===== src/include/noc_defines.svh =====
`ifndef NOC_DEFINES_SVH
`define NOC_DEFINES_SVH

// Router geometry

// Input and output ports, port 0 is the local port
`define NOC_NUM_PORTS 4

// Node id of this router
`define NOC_NODE_ID 4'd5

// Flits held per input FIFO
`define NOC_FIFO_DEPTH 4

// One route entry per destination node
`define NOC_TABLE_SIZE 16

`endif


===== src/verilog/noc_pkg.sv =====
package noc_pkg;

    // Flit format opcode
    typedef enum logic [1:0] {
        FMT_DATA = 2'd0,
        FMT_CFG  = 2'd1
    } flit_fmt_e;

    // Single-flit packet
    // For FMT_CFG, payload[3:0] is the table index and payload[5:4] the new port
    typedef struct packed {
        flit_fmt_e   fmt;
        logic [3:0]  dest;
        logic [25:0] payload;
    } flit_t;

    // Head-of-line state of one input buffer
    typedef enum logic [1:0] {
        BUF_EMPTY,
        BUF_ROUTE,
        BUF_SWITCH
    } buf_state_e;

    // Output port index
    typedef logic [1:0] port_idx_t;

endpackage


===== src/verilog/noc_req_if.sv =====
`timescale 1ns/1ns

`include "noc_defines.svh"

interface noc_req_if import noc_pkg::*; ();

    // Head of each input FIFO
    flit_t     [`NOC_NUM_PORTS-1:0] head_flit;

    // Route compute handshake
    logic      [`NOC_NUM_PORTS-1:0] rc_req;
    logic      [`NOC_NUM_PORTS-1:0] rc_grant;
    port_idx_t                      rc_outport;
    logic                           rc_claim;

    // Switch allocation handshake, indexed by input
    logic      [`NOC_NUM_PORTS-1:0] sa_req;
    port_idx_t [`NOC_NUM_PORTS-1:0] sa_outport;
    logic      [`NOC_NUM_PORTS-1:0] sa_grant;

    // Crossbar control, indexed by output
    port_idx_t [`NOC_NUM_PORTS-1:0] xb_sel;
    logic      [`NOC_NUM_PORTS-1:0] xb_enable;

    modport buffers (
        output head_flit, rc_req, sa_req, sa_outport,
        input  rc_grant, rc_outport, rc_claim, sa_grant
    );

    modport route (
        input  head_flit, rc_req,
        output rc_grant, rc_outport, rc_claim
    );

    modport alloc (
        input  sa_req, sa_outport,
        output sa_grant, xb_sel, xb_enable
    );

    modport xbar (
        input head_flit, xb_sel, xb_enable
    );

endinterface


===== src/verilog/crossbar.sv =====
`timescale 1ns/1ns

`include "noc_defines.svh"

module crossbar import noc_pkg::*; (
    input  logic                       clk,
    input  logic                       rst_n,
    noc_req_if.xbar                    req,
    output logic  [`NOC_NUM_PORTS-1:0] out_valid,
    output flit_t [`NOC_NUM_PORTS-1:0] out_flit
);

    localparam int NP = `NOC_NUM_PORTS;

    // Strobe follows the grant by one cycle
    always_ff @(posedge clk or negedge rst_n) begin
        if (!rst_n) begin
            out_valid <= '0;
        end else begin
            out_valid <= req.xb_enable;
        end
    end

    // Flit register per output, loaded only on a grant
    always_ff @(posedge clk) begin
        for (int o = 0; o < NP; o++) begin
            if (req.xb_enable[o]) begin
                out_flit[o] <= req.head_flit[req.xb_sel[o]];
            end
        end
    end

endmodule


===== src/flat_wrapper.sv =====
// flat-port wrapper written by rule: the top's interface ports become plain ports
module crossbar_flat import noc_pkg::*;
  (clk, rst_n, out_valid, out_flit, req_head_flit, req_xb_sel, req_xb_enable);
  noc_req_if req_i ();
  input  logic clk;
  input  logic rst_n;
  output logic  [`NOC_NUM_PORTS-1:0] out_valid;
  output flit_t [`NOC_NUM_PORTS-1:0] out_flit;
  input wire logic [$bits(req_i.head_flit)-1:0] req_head_flit;
  input wire logic [$bits(req_i.xb_sel)-1:0] req_xb_sel;
  input wire logic [$bits(req_i.xb_enable)-1:0] req_xb_enable;
  assign req_i.head_flit = req_head_flit;
  assign req_i.xb_sel = req_xb_sel;
  assign req_i.xb_enable = req_xb_enable;
  crossbar u_core (.clk(clk), .rst_n(rst_n), .req(req_i), .out_valid(out_valid), .out_flit(out_flit));
endmodule

===== config.mk =====
export PLATFORM = sky130hd
export DESIGN_NAME = crossbar_flat
export DESIGN_NICKNAME = d
export VERILOG_FILES = /design/src/verilog/noc_pkg.sv /design/src/verilog/noc_req_if.sv /design/src/verilog/crossbar.sv /design/src/flat_wrapper.sv
export VERILOG_INCLUDE_DIRS = /design/src /design/src/include
export SDC_FILE = /design/constraint.sdc
export NUM_CORES = 1
export LEC_CHECK = 0
export ABC_AREA = 0
export BUFFER_PORTS_ARGS = -buffer_cell sky130_fd_sc_hd__buf_2
export CORE_ASPECT_RATIO = 1.75
export CORE_MARGIN = 4
export CORE_UTILIZATION = 54
export DETAILED_ROUTE_END_ITERATION = 10
export PLACE_DENSITY = 0.92
export SYNTH_ARGS = -nofsm -noshare
export SYNTH_HDL_FRONTEND = slang
export SYNTH_SLANG_ARGS = --single-unit

===== constraint.sdc =====
create_clock -name clk -period 0.8 [get_ports clk]
set_input_delay 0.08 -clock clk [delete_from_list [all_inputs] [get_ports clk]]
set_output_delay 0.08 -clock clk [all_outputs]
set_load 0.01 [all_outputs]

==> flow_summary.ini <==
[sta]
drv_slew = 0
clock.fmax_mhz = 924
slew-limit-headroom_pct = 87.8
setup_viol = 132
min_period_ns = 1.08
rsz0062_at_grt = yes
fin_crit_sh_pct = 135
timing.final.ws_setup_ns = -0.282
tightest_slew_ns = 0.183
hold_viol_final = 0

[setup_path]
critPathBufInv = 1
crit_start = u_core.out_flit[114]$_DFFE_PP_
crit_path_start_kind = flop
required_ns = 0.72
worst_path_largest_cell_delay_ns = 0.43
slowest_stage = edfxtp_1
path_class = flop to output pin
crit_family = flip-flops
cp.arrival_ns = 1.00
cp_max_fo = 1
crit_chain = buf_2
worstSetupEndpointType = output pin

[synth]
synth_nets = 430
syn_inst = 288
ys_ff_latch = 132
syn-cell-area_sq_mm = 0.00720
ys_types = 7
ys_seq_area_share_pct = 54.8
avgSynthCellArea_sq_um = 25.0
synthTopCellsByArea = edfxtp_1 (53%), mux4_2 (38%), buf_12 (3.3%)
ys_warn_count = 0
yosys.area.top_type = edfxtp_1
yosys.area.top_type_share_pct = 53.4

[power_and_ir_drop]
leakage_nw = 3.88
peakVddDrop_v = 0.00157
power_mw = 20.8
power_density_mw_per_mm2 = 2110

[route]
avgRoutedWirePerCell_um = 29.0
drt_first_iter_violations = 478
viasPerCell = 6.54
dr.pass1.iters = 5
num_vias = 5088
wl_mm = 22.6
drc = 0
ant_nets = 0

[worst_hold_path]
min-delay-path-class = input port to flop
holdPathEnd = u_core.out_valid[0]$_DFF_PN0_
whs_path_depth = 2
hp-start = req_xb_enable[0]

[layout]
area_growth_pct = 36.9
layout_common_cells = buf_2 (265), edfxtp_1 (128), mux4_2 (122)
final_nets = 732
final_common_cell = buf_2
layout-drive-gt1-share_pct = 76.8

[placed_design]
pre_cts_ws_ns = -0.516
io_buffer_count = 273
gp_congestion = 0.858
hpwl_mm = 16.0

[floorplan]
core_sq_mm = 0.0130
dieArea_sq_mm = 0.0153
die_w_um = 95.3
pin_count = 274
die_height_um = 161
start_util_pct = 55.4
num_rows = 55

[grt]
grt_pass1_wl_mm = 33.0
grt_pass1_vias = 5516
grt_usage_pct = 30.6
grt_remaining_overflow = 0
grt_max_degree = 20
antenna_found_initial = 5

[run]
drv_cap = 0

[clock_network]
cts_buffer_depth = 2
clk_pin_slew_ns = 0.06
cts_buffers = 17
cts_num_sinks = 132
htreeDepth = 4
cts_tree = yes
cts_root_buf = clkbuf_16
cts_setup_buffers = 0

[run_status]
violations = negative setup slack
status = finished with violations
[report_power, final]
group	internal, mW	switching [mW]
clock	5.16	2.95
sequential	8.47	0.242
combinational	2.09	1.86
[metrics by stage]
stage | hold WS (ns) | cell area [sq um] | std cells | util (%) | TNS (ns)
global route | 0.0182 | 9860 | 778 | 75.8 | -31.97
detailed placement | -0.111 | 9030 | 736 | 69.4 | -57.63
finish | 0.0227 | 9860 | 778 | 75.8 | -27.72
CTS | 0.0117 | 9850 | 775 | 75.8 | -29.03
global placement | -0.119 | 9030 | 736 | 69.4 | -54.80
floorplan | -0.216 | 7240 | 288 | - | -32.80
[worst max path at each step]
stage / endpoint / slack, ns / cells after the start
floorplan: u_core.out_flit[0]$_DFFE_PP_ / -0.26 / 3
global placement: u_core.out_flit[29]$_DFFE_PP_ / -0.49 / 3
detailed placement: u_core.out_flit[31]$_DFFE_PP_ / -0.52 / 3
CTS: out_flit[114] / -0.29 / 1
global route: out_flit[114] / -0.31 / 1
finish: out_flit[114] / -0.28 / 1
[area by class of cell]
cell class	instances	area, sq um
tap	171	214
multi-input combinational	128	2910
clock buffer	21	470
timing repair buffer	311	2170
sequential	132	3940
clock inverter	11	149
fill	725	3150
antenna	4	10.0
[flip-flops by register name, summed over array words and instances, names as in the netlist]
| register | count |
|---|---|
| u_core.out_flit | 128 |
| u_core.out_valid | 4 |
[cells by family after synthesis]
kind of cell  share of synthesized area (%)
buf+inv                                4.79
flops                                  54.8
mux                                    40.4
[timing repair]
action,CTS,global route
cloned,5,0
gates resized for setup,18,5
pin swaps,0,0
endpoints found under the hold margin,4,0
hold buffers,2,0
endpoints found under the setup margin,237,138
[routing by layer]
layer	wire, um	up-vias	global-route usage, %
li1	-	1996	-
met5	12	-	0
met4	1310	2	17.8
met1	6730	2513	35.0
met2	12100	476	51.5
met3	2410	101	7.40
[Yosys cell counts]
| cell | n |
|---|---|
| buf_12 | 12 |
| mux4_1 | 8 |
| dfrtp_1 | 4 |
| mux4_2 | 120 |
| buf_6 | 4 |
| buf_2 | 12 |
| edfxtp_1 | 128 |
(Power assumes the default switching activity.)
