===== src/include/noc_defines.svh =====
`ifndef NOC_DEFINES_SVH
`define NOC_DEFINES_SVH

// Router geometry

// Input and output ports, port 0 is the local port
`define NOC_NUM_PORTS 4

// Node id of this router
`define NOC_NODE_ID 4'd5

// Flits held per input FIFO
`define NOC_FIFO_DEPTH 4

// One route entry per destination node
`define NOC_TABLE_SIZE 16

`endif


===== src/verilog/noc_pkg.sv =====
package noc_pkg;

    // Flit format opcode
    typedef enum logic [1:0] {
        FMT_DATA = 2'd0,
        FMT_CFG  = 2'd1
    } flit_fmt_e;

    // Single-flit packet
    // For FMT_CFG, payload[3:0] is the table index and payload[5:4] the new port
    typedef struct packed {
        flit_fmt_e   fmt;
        logic [3:0]  dest;
        logic [25:0] payload;
    } flit_t;

    // Head-of-line state of one input buffer
    typedef enum logic [1:0] {
        BUF_EMPTY,
        BUF_ROUTE,
        BUF_SWITCH
    } buf_state_e;

    // Output port index
    typedef logic [1:0] port_idx_t;

endpackage


===== src/verilog/noc_req_if.sv =====
`timescale 1ns/1ns

`include "noc_defines.svh"

interface noc_req_if import noc_pkg::*; ();

    // Head of each input FIFO
    flit_t     [`NOC_NUM_PORTS-1:0] head_flit;

    // Route compute handshake
    logic      [`NOC_NUM_PORTS-1:0] rc_req;
    logic      [`NOC_NUM_PORTS-1:0] rc_grant;
    port_idx_t                      rc_outport;
    logic                           rc_claim;

    // Switch allocation handshake, indexed by input
    logic      [`NOC_NUM_PORTS-1:0] sa_req;
    port_idx_t [`NOC_NUM_PORTS-1:0] sa_outport;
    logic      [`NOC_NUM_PORTS-1:0] sa_grant;

    // Crossbar control, indexed by output
    port_idx_t [`NOC_NUM_PORTS-1:0] xb_sel;
    logic      [`NOC_NUM_PORTS-1:0] xb_enable;

    modport buffers (
        output head_flit, rc_req, sa_req, sa_outport,
        input  rc_grant, rc_outport, rc_claim, sa_grant
    );

    modport route (
        input  head_flit, rc_req,
        output rc_grant, rc_outport, rc_claim
    );

    modport alloc (
        input  sa_req, sa_outport,
        output sa_grant, xb_sel, xb_enable
    );

    modport xbar (
        input head_flit, xb_sel, xb_enable
    );

endinterface


===== src/verilog/input_buffers.sv =====
`timescale 1ns/1ns

`include "noc_defines.svh"

module input_buffers import noc_pkg::*; (
    input  logic                           clk,
    input  logic                           rst_n,
    input  logic  [`NOC_NUM_PORTS-1:0]     in_valid,
    input  flit_t [`NOC_NUM_PORTS-1:0]     in_flit,
    output logic  [`NOC_NUM_PORTS-1:0]     buffer_available,
    noc_req_if.buffers                     req
);

    localparam int NP    = `NOC_NUM_PORTS;
    localparam int DEPTH = `NOC_FIFO_DEPTH;
    localparam int PTR_W = $clog2(DEPTH);
    localparam int CNT_W = $clog2(DEPTH + 1);

    flit_t            mem [NP][DEPTH];
    logic [PTR_W-1:0] wr_ptr [NP];
    logic [PTR_W-1:0] rd_ptr [NP];
    logic [CNT_W-1:0] count [NP];
    buf_state_e       state [NP];
    port_idx_t        route_port [NP];

    logic [NP-1:0] push;
    logic [NP-1:0] pop;

    function automatic logic [PTR_W-1:0] next_ptr(input logic [PTR_W-1:0] ptr);
        if (int'(ptr) == DEPTH - 1) begin
            return '0;
        end
        return ptr + PTR_W'(1);
    endfunction

    always_comb begin
        for (int p = 0; p < NP; p++) begin
            buffer_available[p] = (count[p] != CNT_W'(DEPTH));
            push[p]             = in_valid[p] && buffer_available[p];
            // Claimed config flits leave from ROUTE, everything else from SWITCH
            pop[p] = (state[p] == BUF_ROUTE && req.rc_grant[p] && req.rc_claim) ||
                     (state[p] == BUF_SWITCH && req.sa_grant[p]);
            req.head_flit[p]  = mem[p][rd_ptr[p]];
            req.rc_req[p]     = (state[p] == BUF_ROUTE);
            req.sa_req[p]     = (state[p] == BUF_SWITCH);
            req.sa_outport[p] = route_port[p];
        end
    end

    // FIFO storage and stored route result
    always_ff @(posedge clk) begin
        for (int p = 0; p < NP; p++) begin
            if (push[p]) begin
                mem[p][wr_ptr[p]] <= in_flit[p];
            end
            if (state[p] == BUF_ROUTE && req.rc_grant[p]) begin
                route_port[p] <= req.rc_outport;
            end
        end
    end

    // Pointers, counts and head FSMs
    always_ff @(posedge clk or negedge rst_n) begin
        if (!rst_n) begin
            for (int p = 0; p < NP; p++) begin
                wr_ptr[p] <= '0;
                rd_ptr[p] <= '0;
                count[p]  <= '0;
                state[p]  <= BUF_EMPTY;
            end
        end else begin
            for (int p = 0; p < NP; p++) begin
                if (push[p]) begin
                    wr_ptr[p] <= next_ptr(wr_ptr[p]);
                end
                if (pop[p]) begin
                    rd_ptr[p] <= next_ptr(rd_ptr[p]);
                end
                count[p] <= count[p] + CNT_W'(push[p]) - CNT_W'(pop[p]);

                case (state[p])
                    BUF_EMPTY: begin
                        if (count[p] != '0) begin
                            state[p] <= BUF_ROUTE;
                        end
                    end
                    BUF_ROUTE: begin
                        if (req.rc_grant[p]) begin
                            state[p] <= req.rc_claim ? BUF_EMPTY : BUF_SWITCH;
                        end
                    end
                    BUF_SWITCH: begin
                        if (req.sa_grant[p]) begin
                            state[p] <= BUF_EMPTY;
                        end
                    end
                    default: state[p] <= BUF_EMPTY;
                endcase
            end
        end
    end

endmodule


===== src/flat_wrapper.sv =====
// flat-port wrapper written by rule: the top's interface ports become plain ports
module input_buffers_flat import noc_pkg::*;
  (clk, rst_n, in_valid, in_flit, buffer_available, req_head_flit, req_rc_req, req_sa_req, req_sa_outport, req_rc_grant, req_rc_outport, req_rc_claim, req_sa_grant);
  noc_req_if req_i ();
  input  logic clk;
  input  logic rst_n;
  input  logic  [`NOC_NUM_PORTS-1:0] in_valid;
  input  flit_t [`NOC_NUM_PORTS-1:0] in_flit;
  output logic  [`NOC_NUM_PORTS-1:0] buffer_available;
  output wire logic [$bits(req_i.head_flit)-1:0] req_head_flit;
  output wire logic [$bits(req_i.rc_req)-1:0] req_rc_req;
  output wire logic [$bits(req_i.sa_req)-1:0] req_sa_req;
  output wire logic [$bits(req_i.sa_outport)-1:0] req_sa_outport;
  input wire logic [$bits(req_i.rc_grant)-1:0] req_rc_grant;
  input wire logic [$bits(req_i.rc_outport)-1:0] req_rc_outport;
  input wire logic [$bits(req_i.rc_claim)-1:0] req_rc_claim;
  input wire logic [$bits(req_i.sa_grant)-1:0] req_sa_grant;
  assign req_head_flit = req_i.head_flit;
  assign req_rc_req = req_i.rc_req;
  assign req_sa_req = req_i.sa_req;
  assign req_sa_outport = req_i.sa_outport;
  assign req_i.rc_grant = req_rc_grant;
  assign req_i.rc_outport = req_rc_outport;
  assign req_i.rc_claim = req_rc_claim;
  assign req_i.sa_grant = req_sa_grant;
  input_buffers u_core (.clk(clk), .rst_n(rst_n), .in_valid(in_valid), .in_flit(in_flit), .buffer_available(buffer_available), .req(req_i));
endmodule

===== config.mk =====
export PLATFORM = sky130hd
export DESIGN_NAME = input_buffers_flat
export DESIGN_NICKNAME = d
export VERILOG_FILES = /design/src/verilog/noc_pkg.sv /design/src/verilog/noc_req_if.sv /design/src/verilog/input_buffers.sv /design/src/flat_wrapper.sv
export VERILOG_INCLUDE_DIRS = /design/src /design/src/include
export SDC_FILE = /design/constraint.sdc
export NUM_CORES = 1
export LEC_CHECK = 0
export BUFFER_PORTS_ARGS = -buffer_cell sky130_fd_sc_hd__buf_2
export CAP_MARGIN = 30
export CORE_UTILIZATION = 60
export DETAILED_ROUTE_END_ITERATION = 8
export PLACE_DENSITY = 0.9
export SLEW_MARGIN = 20
export SYNTH_ARGS = -nofsm -noshare
export SYNTH_HDL_FRONTEND = slang
export SYNTH_SLANG_ARGS = --single-unit
export TNS_END_PERCENT = 1

===== constraint.sdc =====
create_clock -name clk -period 4.4 [get_ports clk]
set_input_delay 0.22 -clock clk [delete_from_list [all_inputs] [get_ports clk]]
set_output_delay 0.22 -clock clk [all_outputs]
set_load 0.02 [all_outputs]

==> summary.md <==
| Metric | Value |
|---|---|
| Run status | finished clean |
| CP delay by family, top | flip-flops |
| Unrepaired setup endpoints after global routing | false |
| Routed WL per cell | 24.8 um |
| Final Hold Viols | 0 |
| Hold WS | 0.0633 ns |
| Yosys warnings | 0 |
| Yosys reg bits | 556 |
| Share of layout cells above drive strength 1 | 40.7% |
| Via density | 5.79 |
| DRT Pass-1 Iters | 5 |
| H-tree levels | 2 |
| Die height | 189 um |
| Ys async rst share | 6.47% |
| Crit path DAT | 2.65 ns |
| Syn Inst Count | 865 |
| Drc violations | 0 |
| Post-layout min period | 2.87 ns |
| CTS Sinks | 556 |
| P_leak | 9.40 nW |
| Largest net degree at the start of global routing | 37 |
| CP startpoint kind | register |
| Post-CTS setup buffers | 0 |
| Sequential area share after synthesis | 78.8% |
| Slew Limit Headroom | 38.3% |
| Ports | 293 |
| CP peak stage delay | 0.93 ns |
| Clk Latency, worst-skew pair | 0.58 ns |
| Critical Path, Cell by Cell | buf_4, mux4_2, buf_2 |
| Row count | 68 |
| Peak VDD IR | 0.533 mV |
| Fin. max-slew vios | 0 |
| Area growth, synth to finish | 24.5% |
| Setup TNS Final | 0 ns |
| Root Buffer | clkbuf_16 |
| Vias in the first global route | 11300 |
| Initial cell density of the core | 60.8% |
| Syn_area_per_cell | 24.2 um^2 |
| Number of flops mapped to enable cells by yosys | 520 |
| Clock Skew | 0.0161 ns |
| CP max FO | 26 |
| Worst Path Buf+Inv | 2 |
| Prevailing post-synth register cell | edfxtp_1 |
| Pwr per Cell Area | 682 mW/mm^2 |
| Synth top cells by count | edfxtp_1 (520), mux4_2 (128), dfrtp_1 (36), inv_1 (29), ha_1 (28) |
| Achievable Freq | 0.348 GHz |
| Detailed Place HPWL | 24.9 mm |
| Core Util, Final | 75.7% |
| Drt total wl | 45.7 mm |
| Design area | 0.0261 mm^2 |
| Post-DP Area | 0.0229 mm^2 |
| Die ar. | 0.0357 mm^2 |
| Syn nets | 1042 |
| Number of antenna violations at the first check in global routing | 3 |
| Clk slew on worst S/H paths | 0.06 ns |
| Final Setup Violations | 0 |
| Fin nets | 1525 |
| Worst Max-Slew Pin Slew | 0.926 ns |
| Clk buf depth | 3 |
| Yosys top cell by area | edfxtp_1 |
| Port buffer count | 292 |
| Antenna Violating Nets Remaining | 0 |
| Mapped Area | 0.0210 mm^2 |
| DIE WIDTH | 189 um |
| GR Overflow Total | 0 |
| GPL Wtd Cong | 0.742 |
| Via count | 10700 |
| Cell with the most instances after synthesis | edfxtp_1 |
| Cts hold-fix bufs | 139 |
| Post-synth top area share | 74.5% |
| Critical Path RT | 4.18 ns |
| CP max-delay cell | dfrtp_2 |
| Post-CTS Resized | 0 |
| Synth cell types | 23 |
| Synth area leaders | edfxtp_1 (75%), mux4_2 (14%), dfrtp_1 (4.3%) |
| CTS tree | built |
| Crit Path Category | register to output port |
| Min-delay worst type | primary input to async pin |
| Max-cap violation count | 0 |
| All-Layer GR Usage | 26.1% |
| Total power | 17.8 mW |
| Num CTS Buffers | 54 |
| DR iter-0 viols | 672 |
| Final period util | 65.2% |
| Global-route wire length before repair | 68.1 mm |
| Critical Path End Type | output port |
| Core area | 0.0345 mm^2 |
## final timing paths
path / startpoint / end / slack [ns] / depth (start not counted)
setup / recovery: u_core.rd_ptr[4]$_DFFE_PN0N_ / req_head_flit[41] / 1.53 / 3
hold / removal: rst_n / u_core.state[4]$_DFFE_PN0P_ / 0.06 / 2
setup reg to reg: u_core.count[4]$_DFF_PN0_ / u_core.mem[2][59]$_DFFE_PP_ / 2.10 / 4
hold reg to reg: u_core.state[3]$_DFFE_PN0P_ / u_core.state[2]$_DFFE_PN0P_ / 0.47 / 1
max in group asynchronous: rst_n / u_core.rd_ptr[0]$_DFFE_PN0N_ / 3.87 / 3
min in group clk: in_valid[3] / u_core.wr_ptr[1]$_DFFE_PN0N_ / 0.18 / 3
## cells by family (layout without fill, tap and decap cells)
| group | count (synthesis) | count (layout) | share of synthesized area, % |
|---|---|---|---|
| xor+xnor | 8 | 8 | 0.334 |
| other cells | 0 | 3 | 0 |
| flops | 556 | 556 | 78.8 |
| mux | 144 | 144 | 14.8 |
| fa+ha+maj | 32 | 32 | 2.05 |
| simple gates | 48 | 48 | 1.41 |
| compound gates | 16 | 16 | 0.907 |
| buf+inv | 61 | 583 | 1.74 |
## routing by layer
metal  global-route usage (%)  vias up  wire [um]
met1                     32.1     5576      16600
met5                        0        -         13
met2                     46.5      472      24800
met4                     8.72        2       1190
li1                         -     4548          -
met3                     5.13       78       3110
## where the power goes
part	internal (mW)	total [mW]	switching, mW
registers	7.04	7.65	0.617
logic	2.43	5.66	3.23
clock network	2.60	4.49	1.89
## stage by stage
| step | std cells | worst slack (ns) |
|---|---|---|
| 6_report | 1845 | 1.53 |
| 5_1_grt | 1844 | 1.37 |
| 4_1_cts | 1839 | 1.44 |
| 3_5_place_dp | 1605 | 2.07 |
| 3_3_place_gp | 1604 | 2.03 |
| 2_1_floorplan | 865 | 2.32 |
## registers in the layout, summed over array words and instances, names as in the netlist
name	count
u_core.mem	512
u_core.count	12
u_core.rd_ptr	8
u_core.route_port	8
u_core.state	8
u_core.wr_ptr	8
## area by class of cell
| type | count | area [um^2] |
|---|---|---|
| clock inverters | 22 | 218 |
| repair buffers | 459 | 3110 |
| diodes | 3 | 7.51 |
| well taps | 455 | 569 |
| clock buffers | 73 | 1490 |
| multi-input cells | 248 | 4080 |
| fillers | 1759 | 8360 |
| flip-flops and latches | 556 | 16500 |
| inverters | 29 | 109 |
## layout by cell type (no fill, tap or decap), types with 24 or more instances in the layout
cell           instances
edfxtp_1             520
buf_2                292
dlygate4sd3_1        139
mux4_2               128
clkbuf_16             57
dfrtp_1               32
inv_1                 29
ha_1                  28
buf_4                 24
No activity file was read; power rests on OpenSTA's default activity.
